**src/common/exec_pkg.sv**
```systemverilog
package exec_pkg;

    localparam int xlen      = 32;
    localparam int div_steps = 32;  // one iteration per quotient bit
    localparam int cnt_w     = 6;   // holds div_steps

    // operation class from the main decoder
    typedef enum logic [2:0] {
        mem_addr = 3'd0,            // load/store address
        branch   = 3'd1,            // compare by subtraction
        reg_op   = 3'd2,            // r-type and i-type arithmetic
        lui      = 3'd3,
        mul_op   = 3'd4,
        div_op   = 3'd5
    } alu_op_e;

    typedef enum logic [3:0] {
        alu_add    = 4'd0,
        alu_sub    = 4'd1,
        alu_and    = 4'd2,
        alu_or     = 4'd3,
        alu_xor    = 4'd4,
        alu_slt    = 4'd5,
        alu_sltu   = 4'd6,
        alu_sll    = 4'd7,
        alu_srl    = 4'd8,
        alu_sra    = 4'd9,
        alu_pass_b = 4'd15          // lui, upper immediate arrives on op_b
    } alu_ctrl_e;

    // order matches funct3[1:0] of the m extension
    typedef enum logic [1:0] {mul, mulh, mulhsu, mulhu} mul_ctrl_e;
    typedef enum logic [1:0] {div, divu, rem, remu} div_ctrl_e;

    typedef enum logic [1:0] {
        unit_alu = 2'd0,
        unit_mul = 2'd1,
        unit_div = 2'd2
    } unit_sel_e;

    typedef enum logic [1:0] {
        st_idle    = 2'd0,
        st_div_run = 2'd1,
        st_div_fin = 2'd2
    } exec_state_e;

endpackage

```
**src/logic/alu_decoder.sv**
```systemverilog
`timescale 1ns/10ps

module alu_decoder (
    input  exec_pkg::alu_op_e   alu_op,         // operation class
    input  logic [2:0]          funct3,
    input  logic                funct7_5,       // alternate encoding bit
    output exec_pkg::alu_ctrl_e alu_ctrl,
    output exec_pkg::mul_ctrl_e mul_ctrl,
    output exec_pkg::div_ctrl_e div_ctrl,
    output exec_pkg::unit_sel_e unit_sel
);

    always_comb begin
        alu_ctrl = exec_pkg::alu_add;
        mul_ctrl = exec_pkg::mul;
        div_ctrl = exec_pkg::div;
        unit_sel = exec_pkg::unit_alu;

        case (alu_op)
            exec_pkg::mem_addr: alu_ctrl = exec_pkg::alu_add;     // base + offset
            exec_pkg::branch:   alu_ctrl = exec_pkg::alu_sub;     // compare by difference
            exec_pkg::lui:      alu_ctrl = exec_pkg::alu_pass_b;
            exec_pkg::reg_op: begin
                case (funct3)
                    3'b000:  alu_ctrl = funct7_5 ? exec_pkg::alu_sub : exec_pkg::alu_add;
                    3'b001:  alu_ctrl = exec_pkg::alu_sll;
                    3'b010:  alu_ctrl = exec_pkg::alu_slt;
                    3'b011:  alu_ctrl = exec_pkg::alu_sltu;
                    3'b100:  alu_ctrl = exec_pkg::alu_xor;
                    3'b101:  alu_ctrl = funct7_5 ? exec_pkg::alu_sra : exec_pkg::alu_srl;
                    3'b110:  alu_ctrl = exec_pkg::alu_or;
                    default: alu_ctrl = exec_pkg::alu_and;        // funct3 = 111
                endcase
            end
            exec_pkg::mul_op: begin
                mul_ctrl = exec_pkg::mul_ctrl_e'(funct3[1:0]);
                unit_sel = exec_pkg::unit_mul;
            end
            exec_pkg::div_op: begin
                div_ctrl = exec_pkg::div_ctrl_e'(funct3[1:0]);  // div, divu, rem, remu
                unit_sel = exec_pkg::unit_div;
            end
            default: ;                                            // defaults above hold
        endcase
    end

endmodule

```
**src/logic/int_alu.sv**
```systemverilog
`timescale 1ns/10ps

module int_alu (
    input  logic                      clk,
    input  logic                      rst,
    input  logic [exec_pkg::xlen-1:0] op_a,
    input  logic [exec_pkg::xlen-1:0] op_b,
    input  exec_pkg::alu_ctrl_e       alu_ctrl,
    input  exec_pkg::mul_ctrl_e       mul_ctrl,
    input  exec_pkg::unit_sel_e       unit_sel,
    input  logic                      alu_load,     // capture alu or product
    input  logic                      wb_div,       // capture divider output
    input  logic [exec_pkg::xlen-1:0] div_result,
    output logic [exec_pkg::xlen-1:0] result
);

    localparam int xlen = exec_pkg::xlen;

    logic [xlen-1:0]          alu_res;
    logic [4:0]               shamt;
    logic                     a_sgn;
    logic                     b_sgn;
    logic signed [xlen:0]     a_ext;
    logic signed [xlen:0]     b_ext;
    logic signed [2*xlen-1:0] prod;
    logic [xlen-1:0]          mul_res;

    assign shamt = op_b[4:0];

    always_comb begin
        case (alu_ctrl)
            exec_pkg::alu_add:    alu_res = op_a + op_b;
            exec_pkg::alu_sub:    alu_res = op_a - op_b;
            exec_pkg::alu_and:    alu_res = op_a & op_b;
            exec_pkg::alu_or:     alu_res = op_a | op_b;
            exec_pkg::alu_xor:    alu_res = op_a ^ op_b;
            exec_pkg::alu_slt:    alu_res = xlen'($signed(op_a) < $signed(op_b));
            exec_pkg::alu_sltu:   alu_res = xlen'(op_a < op_b);
            exec_pkg::alu_sll:    alu_res = op_a << shamt;
            exec_pkg::alu_srl:    alu_res = op_a >> shamt;
            exec_pkg::alu_sra:    alu_res = $signed(op_a) >>> shamt;
            exec_pkg::alu_pass_b: alu_res = op_b;
            default:              alu_res = '0;
        endcase
    end

    // one extra bit per operand so a single signed multiplier covers all variants
    assign a_sgn = (mul_ctrl == exec_pkg::mulh) || (mul_ctrl == exec_pkg::mulhsu);
    assign b_sgn = (mul_ctrl == exec_pkg::mulh);
    assign a_ext = {a_sgn & op_a[xlen-1], op_a};
    assign b_ext = {b_sgn & op_b[xlen-1], op_b};
    assign prod  = (2*xlen)'(a_ext) * (2*xlen)'(b_ext);  // 64-bit two's complement product

    assign mul_res = (mul_ctrl == exec_pkg::mul) ? prod[xlen-1:0] : prod[2*xlen-1:xlen];

    always_ff @(posedge clk) begin
        if (rst) begin
            result <= '0;
        end else if (wb_div) begin
            result <= div_result;
        end else if (alu_load) begin
            result <= (unit_sel == exec_pkg::unit_mul) ? mul_res : alu_res;
        end
    end

endmodule

```
**src/divide/divider.sv**
```systemverilog
`timescale 1ns/10ps

module divider (
    input  logic                      clk,
    input  logic                      rst,
    input  logic [exec_pkg::xlen-1:0] op_a,         // dividend
    input  logic [exec_pkg::xlen-1:0] op_b,         // divisor
    input  exec_pkg::div_ctrl_e       div_ctrl,
    input  logic                      div_load,
    input  logic                      div_step,
    output logic [exec_pkg::xlen-1:0] div_result
);

    localparam int xlen = exec_pkg::xlen;

    logic            signed_op;
    logic            a_neg;
    logic            b_neg;
    logic [xlen-1:0] a_mag;
    logic [xlen-1:0] b_mag;

    logic [xlen-1:0] quo_q;                         // dividend bits shift out, quotient in
    logic [xlen-1:0] rem_q;
    logic [xlen-1:0] dvs_q;
    logic            neg_q;                         // negate quotient
    logic            neg_r;                         // negate remainder
    logic            dz_q;                          // divisor was zero
    exec_pkg::div_ctrl_e ctrl_q;

    logic [xlen:0]   shifted;
    logic [xlen:0]   trial;
    logic            fits;
    logic [xlen-1:0] q_fix;
    logic [xlen-1:0] r_fix;

    assign signed_op = (div_ctrl == exec_pkg::div) || (div_ctrl == exec_pkg::rem);
    assign a_neg     = signed_op & op_a[xlen-1];
    assign b_neg     = signed_op & op_b[xlen-1];
    assign a_mag     = a_neg ? -op_a : op_a;        // most negative maps to 2**31 and stays exact
    assign b_mag     = b_neg ? -op_b : op_b;

    // each restoring step brings down the next dividend bit and tries a subtract
    assign shifted = {rem_q, quo_q[xlen-1]};
    assign trial   = shifted - {1'b0, dvs_q};
    assign fits    = shifted >= {1'b0, dvs_q};

    always_ff @(posedge clk) begin
        if (div_load) begin
            quo_q <= a_mag;
            rem_q <= '0;
            dvs_q <= b_mag;
        end else if (div_step) begin
            quo_q <= {quo_q[xlen-2:0], fits};
            rem_q <= fits ? trial[xlen-1:0] : shifted[xlen-1:0];
        end
    end

    always_ff @(posedge clk) begin
        if (rst) begin
            neg_q  <= 1'b0;
            neg_r  <= 1'b0;
            dz_q   <= 1'b0;
            ctrl_q <= exec_pkg::div;
        end else if (div_load) begin
            neg_q  <= a_neg ^ b_neg;
            neg_r  <= a_neg;                        // remainder follows dividend sign
            dz_q   <= (op_b == '0);
            ctrl_q <= div_ctrl;
        end
    end

    // a zero divisor leaves the dividend magnitude in rem_q, so the remainder needs no special case
    assign q_fix = dz_q ? '1 : (neg_q ? -quo_q : quo_q);
    assign r_fix = neg_r ? -rem_q : rem_q;

    assign div_result = ((ctrl_q == exec_pkg::rem) || (ctrl_q == exec_pkg::remu)) ? r_fix : q_fix;

    a_no_load_during_step: assert property (
        @(posedge clk) disable iff (rst) !(div_load && div_step)
    ) else $error("divider loaded while a division is running");

endmodule

```
**src/divide/iter_counter.sv**
```systemverilog
`timescale 1ns/10ps

module iter_counter (
    input  logic clk,
    input  logic rst,
    input  logic load,              // start of a division
    input  logic step,              // one iteration done
    output logic last
);

    logic [exec_pkg::cnt_w-1:0] cnt_q;

    always_ff @(posedge clk) begin
        if (rst) begin
            cnt_q <= '0;
        end else if (load) begin
            cnt_q <= exec_pkg::cnt_w'(exec_pkg::div_steps);
        end else if (step) begin
            cnt_q <= cnt_q - exec_pkg::cnt_w'(1);
        end
    end

    assign last = (cnt_q == exec_pkg::cnt_w'(1));  // final iteration in progress

    a_no_underflow: assert property (
        @(posedge clk) disable iff (rst) step |-> (cnt_q != '0)
    ) else $error("iteration step with counter already at zero");

endmodule

```
**src/logic/exec_fsm.sv**
```systemverilog
`timescale 1ns/10ps

module exec_fsm (
    input  logic                clk,
    input  logic                rst,
    input  logic                start,
    input  exec_pkg::unit_sel_e unit_sel,
    input  logic                cnt_last,
    output logic                alu_load,
    output logic                div_load,
    output logic                div_step,
    output logic                wb_div,
    output logic                busy,
    output logic                done
);

    exec_pkg::exec_state_e state_q;
    exec_pkg::exec_state_e state_d;
    logic                  accept;

    assign accept   = start && (state_q == exec_pkg::st_idle);   // start ignored while busy
    assign alu_load = accept && (unit_sel != exec_pkg::unit_div);
    assign div_load = accept && (unit_sel == exec_pkg::unit_div);
    assign div_step = (state_q == exec_pkg::st_div_run);
    assign wb_div   = (state_q == exec_pkg::st_div_fin);
    assign busy     = (state_q != exec_pkg::st_idle);

    always_comb begin
        state_d = state_q;
        case (state_q)
            exec_pkg::st_idle:    if (div_load) state_d = exec_pkg::st_div_run;
            exec_pkg::st_div_run: if (cnt_last) state_d = exec_pkg::st_div_fin;
            default:              state_d = exec_pkg::st_idle;   // fin writes back
        endcase
    end

    always_ff @(posedge clk) begin
        if (rst) begin
            state_q <= exec_pkg::st_idle;
            done    <= 1'b0;
        end else begin
            state_q <= state_d;
            done    <= alu_load || wb_div;   // result register captures on the same edge
        end
    end

    // a second done cycle is only allowed for a new single-cycle op
    a_done_pulse: assert property (
        @(posedge clk) disable iff (rst) done |=> (!done || $past(alu_load))
    ) else $error("done held without a new operation");

    a_busy_ends_with_done: assert property (
        @(posedge clk) disable iff (rst) $fell(busy) |-> done
    ) else $error("busy dropped without done");

endmodule

```
**src/logic/exec_unit.sv**
```systemverilog
`timescale 1ns/10ps

module exec_unit (
    input  logic                      clk,
    input  logic                      rst,
    input  logic                      start,
    input  exec_pkg::alu_op_e         alu_op,
    input  logic [2:0]                funct3,
    input  logic                      funct7_5,
    input  logic [exec_pkg::xlen-1:0] op_a,
    input  logic [exec_pkg::xlen-1:0] op_b,
    output logic [exec_pkg::xlen-1:0] result,
    output logic                      done,
    output logic                      busy
);

    exec_pkg::alu_ctrl_e       alu_ctrl;
    exec_pkg::mul_ctrl_e       mul_ctrl;
    exec_pkg::div_ctrl_e       div_ctrl;
    exec_pkg::unit_sel_e       unit_sel;
    logic                      alu_load;
    logic                      div_load;
    logic                      div_step;
    logic                      wb_div;
    logic                      cnt_last;
    logic [exec_pkg::xlen-1:0] div_result;

    alu_decoder u_alu_decoder (.alu_op, .funct3, .funct7_5, .alu_ctrl, .mul_ctrl, .div_ctrl,
                               .unit_sel);

    int_alu u_int_alu (.clk, .rst, .op_a, .op_b, .alu_ctrl, .mul_ctrl, .unit_sel, .alu_load,
                       .wb_div, .div_result, .result);

    divider u_divider (.clk, .rst, .op_a, .op_b, .div_ctrl, .div_load, .div_step, .div_result);

    iter_counter u_iter_counter (.clk, .rst, .load(div_load), .step(div_step), .last(cnt_last));

    exec_fsm u_exec_fsm (.clk, .rst, .start, .unit_sel, .cnt_last, .alu_load, .div_load,
                         .div_step, .wb_div, .busy, .done);

    // classes 6 and 7 have no decode
    a_legal_alu_op: assert property (
        @(posedge clk) disable iff (rst) (start && !busy) |-> (alu_op <= exec_pkg::div_op)
    ) else $error("illegal alu_op %0d at start", alu_op);

endmodule

```
**config.mk**
```make
export PLATFORM = sky130hd
export DESIGN_NAME = exec_unit
export DESIGN_NICKNAME = d
export VERILOG_FILES = /design/src/common/exec_pkg.sv /design/src/logic/alu_decoder.sv /design/src/logic/int_alu.sv /design/src/divide/divider.sv /design/src/divide/iter_counter.sv /design/src/logic/exec_fsm.sv /design/src/logic/exec_unit.sv
export SDC_FILE = /design/constraint.sdc
export NUM_CORES = 2
export LEC_CHECK = 0
export ABC_CLOCK_PERIOD_IN_PS = 13300
export BUFFER_PORTS_ARGS = -buffer_cell sky130_fd_sc_hd__buf_2
export CORE_MARGIN = 10
export CORE_UTILIZATION = 49
export DETAILED_ROUTE_END_ITERATION = 8
export SYNTH_ARGS = -nofsm -noshare
export SYNTH_HDL_FRONTEND = slang
export SYNTH_HIERARCHICAL = 1
export SYNTH_SLANG_ARGS = --single-unit
```
**constraint.sdc**
```tcl
create_clock -name clk -period 13.3 [get_ports clk]
set_clock_uncertainty 0.05 [all_clocks]
set_input_delay 2.66 -clock clk [delete_from_list [all_inputs] [get_ports clk]]
set_output_delay 2.66 -clock clk [all_outputs]
set_load 0.02 [all_outputs]
```
==> impl_metrics.csv <==
group,metric,value,unit
outcome,status,"completed",
critical_path,critPathMostFrequentCell,"fa_1",
placed_design,dp_slack,0.974,ns
clocking,h-tree-depth,4,
synth,synth-edff-count,64,
sta,worst_pin_slew,1.11,ns
route,viasPerCell,6.17,
global_routing,overflow,0,
global_routing,gr-usage-all-layers,0.383,
critical_path,worstRegToRegCells,14,
global_routing,grt_pass1_wl,367000,um
route,num_vias,51615,
synth,synth.most_common_cell,"inv_1",
critical_path,crit_arrival,12.24,ns
final_layout,drive_gt1_frac,0.0656,
critical_path,crit_slowest_cell,"ha_1",
floorplanning,die_y,361,um
sta,finalWorstSetupSlack,1.33,ns
final_layout,layout.nets,8372,
synth,syn_area,56900,um2
synth,async_flop_share,0,
global_routing,antenna_found_initial,17,
critical_path,cpPeakStageDelay,0.61,ns
final_layout,final_core_util,0.522,
final_layout,regArea,3460,um2
route,totalWireLength,251000,um
synth,ys_ff_latch,141,
sta,period_share,0.900,
floorplanning,die_x,361,um
critical_path,r2r_end,"u_int_alu/result[28]",
synth,synth_top_cells_by_area,"fa_1 (40%), inv_1 (9.0%), ha_1 (7.7%)",
sta,min_period,11.97,ns
global_routing,grt_pass1_vias,52350,
clocking,clk_latency,0.46,ns
min_path,hold_start,"u_iter_counter/cnt_q[4]",
placed_design,routabilityCongestion,1.07,
clocking,clkTransAtPathRegs,0.07,ns
placed_design,portBuffers,107,
sta,finalSetupViolCount,0,
clocking,postCtsSetupRepairBufs,0,
synth,ys.flop_type,"dfxtp_1",
floorplanning,num_rows,124,
sta,rsz0062_at_grt,"false",
global_routing,grt_start_max_net_pins,70,
clocking,hold_buffers,0,
route,drcViolationCount,0,
sta,hold_violations,0,
sta,drv_slew,0,
critical_path,ff2ff_setup_slack,9.17,ns
critical_path,required,13.56,ns
placed_design,dpl.hpwl,201000,um
sta,fin_tns_setup,0,ns
critical_path,worst-path-max-fanout,19,
synth,yosys-top-cells-count,"inv_1 (1,361), fa_1 (1,128), nand2_1 (966), nor2_1 (629), ha_1 (349)",
synth,ys_seq_area_frac,0.0608,
min_path,min_path_type,"flip-flop to flip-flop",
clocking,cts_tree,"yes",
final_layout,multiInputGateArea,46700,um2
synth,synth_top_area_frac,0.397,
clocking,clkSinkCount,141,
floorplanning,die-area,130000,um2
floorplanning,io_pins,108,
synth,ys_types,112,
clocking,numCtsBuffers,17,
floorplanning,fp.coreArea,115000,um2
synth,syn-instance-count,6901,
synth,synth_top_area_cell,"fa_1",
route,dr.pass1.iters,8,
run,drv_cap,0,
route,post_drt_wl_per_cell,30.0,um
critical_path,startpoint,"alu_op[1]",
synth,syn-num-nets,8452,
critical_path,critical_path_class,"input pin to flip-flop",
synth,yosys_warnings,6,
clocking,cts.path.max_buffers,2,
synth,syn_area_per_cell,8.25,um2
final_layout,fillCellCount,11224,
route,drt_iter0_markers,6551,
sta,relSlewSlack,0.262,
sta,max_freq,83.5,MHz
critical_path,cp-end-kind,"flip-flop",
critical_path,endpoint,"u_int_alu/result[22]",
floorplanning,start_util,0.496,
critical_path,cp-start-kind,"input pin",
clocking,root_buffer,"clkbuf_16",
final_layout,synthToLayoutAreaGrowth,5.26,%
critical_path,r2r_start,"u_divider/rem_q[2]",
clocking,postCtsResizedCells,0,
route,antenna_left,0,
[worst min path at each step]
stage / endpoint / slack [ns] / cells after the start
finish: u_iter_counter/cnt_q[4] / 0.46 / 2
global route: u_int_alu/result[31] / 0.50 / 1
CTS: u_divider/neg_r / 0.46 / 2
detailed placement: u_divider/neg_r / 0.45 / 2
global placement: u_divider/neg_r / 0.43 / 2
floorplan: u_exec_fsm/state_q[1] / 0.41 / 2
[cell families after synthesis]
group	count (synthesis)	synth area share
muxes	134	0.0302
buffers and inverters	1797	0.121
xor gates and xnor gates	242	0.0372
AOI/OAI and AO/OA	1108	0.127
adders and majority gates	1477	0.473
DFF	141	0.0608
and+or+nand+nor	2002	0.150
[through the flow]
| step | cell area (um2) | hold WS [ns] | cells |
|---|---|---|---|
| floorplan | 56900 | 0.412 | 6901 |
| CTS | 59900 | 0.463 | 8346 |
| global route | 59900 | 0.499 | 8348 |
| finish | 59900 | 0.463 | 8359 |
| detailed placement | 59300 | 0.448 | 8314 |
| global placement | 59300 | 0.432 | 8314 |
[registers in the layout (all words and copies together) (netlist names)]
name,count
u_divider/dz_q,1
u_exec_fsm/done,1
u_divider/ctrl_q,1
u_divider/rem_q,32
u_divider/neg_q,1
u_exec_fsm/state_q,2
u_int_alu/result,32
u_divider/neg_r,1
u_divider/dvs_q,32
u_divider/quo_q,32
u_iter_counter/cnt_q,6
[routing by layer]
layer,wire [um],track usage,up-vias,part of all wire
met1,99500,0.510,26086,0.40
met3,30600,0.114,682,0.12
met4,15500,0.194,10,0.062
li1,-,-,21570,-
met5,88,0.00185,-,0.00035
met2,105000,0.563,3267,0.42
[worst max-delay path, delay by kind of cell]
family	cells	cell delay, ns
multiplexers	1	0.14
buffers and inverters	9	0.99
AND/OR/NAND/NOR	6	1.78
AO/OA/AOI/OAI	6	1.64
adder cells (fa/ha/maj)	10	5.00
[cells in the final DEF, fill, tap and decap left out, types with 15 or more instances in the layout]
cell type and n:
clkinv_1 21, and3_1 36, clkbuf_16 18, a21o_1 51, nand3_1 53, buf_2 104
nor2_1 625, a21oi_1 321, a22oi_1 52, o41ai_1 17, nand2b_1 35, o21ai_1 19
nand4_1 26, a31oi_1 36, o21bai_1 21, o221ai_1 15, xor2_1 116, dfxtp_1 77
o211ai_1 36, edfxtp_1 64, nor3_1 86, a221oi_1 33, and2_1 28, mux2i_1 94
buf_4 204, o22ai_1 19, or3_1 24, a211oi_1 63, mux4_2 29, ha_1 349
inv_1 1361, xnor2_1 126, fa_1 1128, o31ai_1 42, o21ai_0 212, or4_1 16
nor2b_1 19, nand2_1 966, nor4_1 18
[cell type report]
| class | count | share of cell area |
|---|---|---|
| Inverter | 1390 | 0.0871 |
| Sequential cell | 141 | 0.0578 |
| Tap cell | 1512 | 0.0316 |
| Clock inverter | 14 | 0.00219 |
| Clock buffer | 18 | 0.00752 |
| Multi-Input combinational cell | 4963 | 0.779 |
| Timing Repair Buffer | 308 | 0.0342 |
| Antenna cell | 13 | 0.000543 |
Power is left out: the tool's default activity adds up to more than one toggle a clock period on the data nets, which glitch-free logic cannot reach.
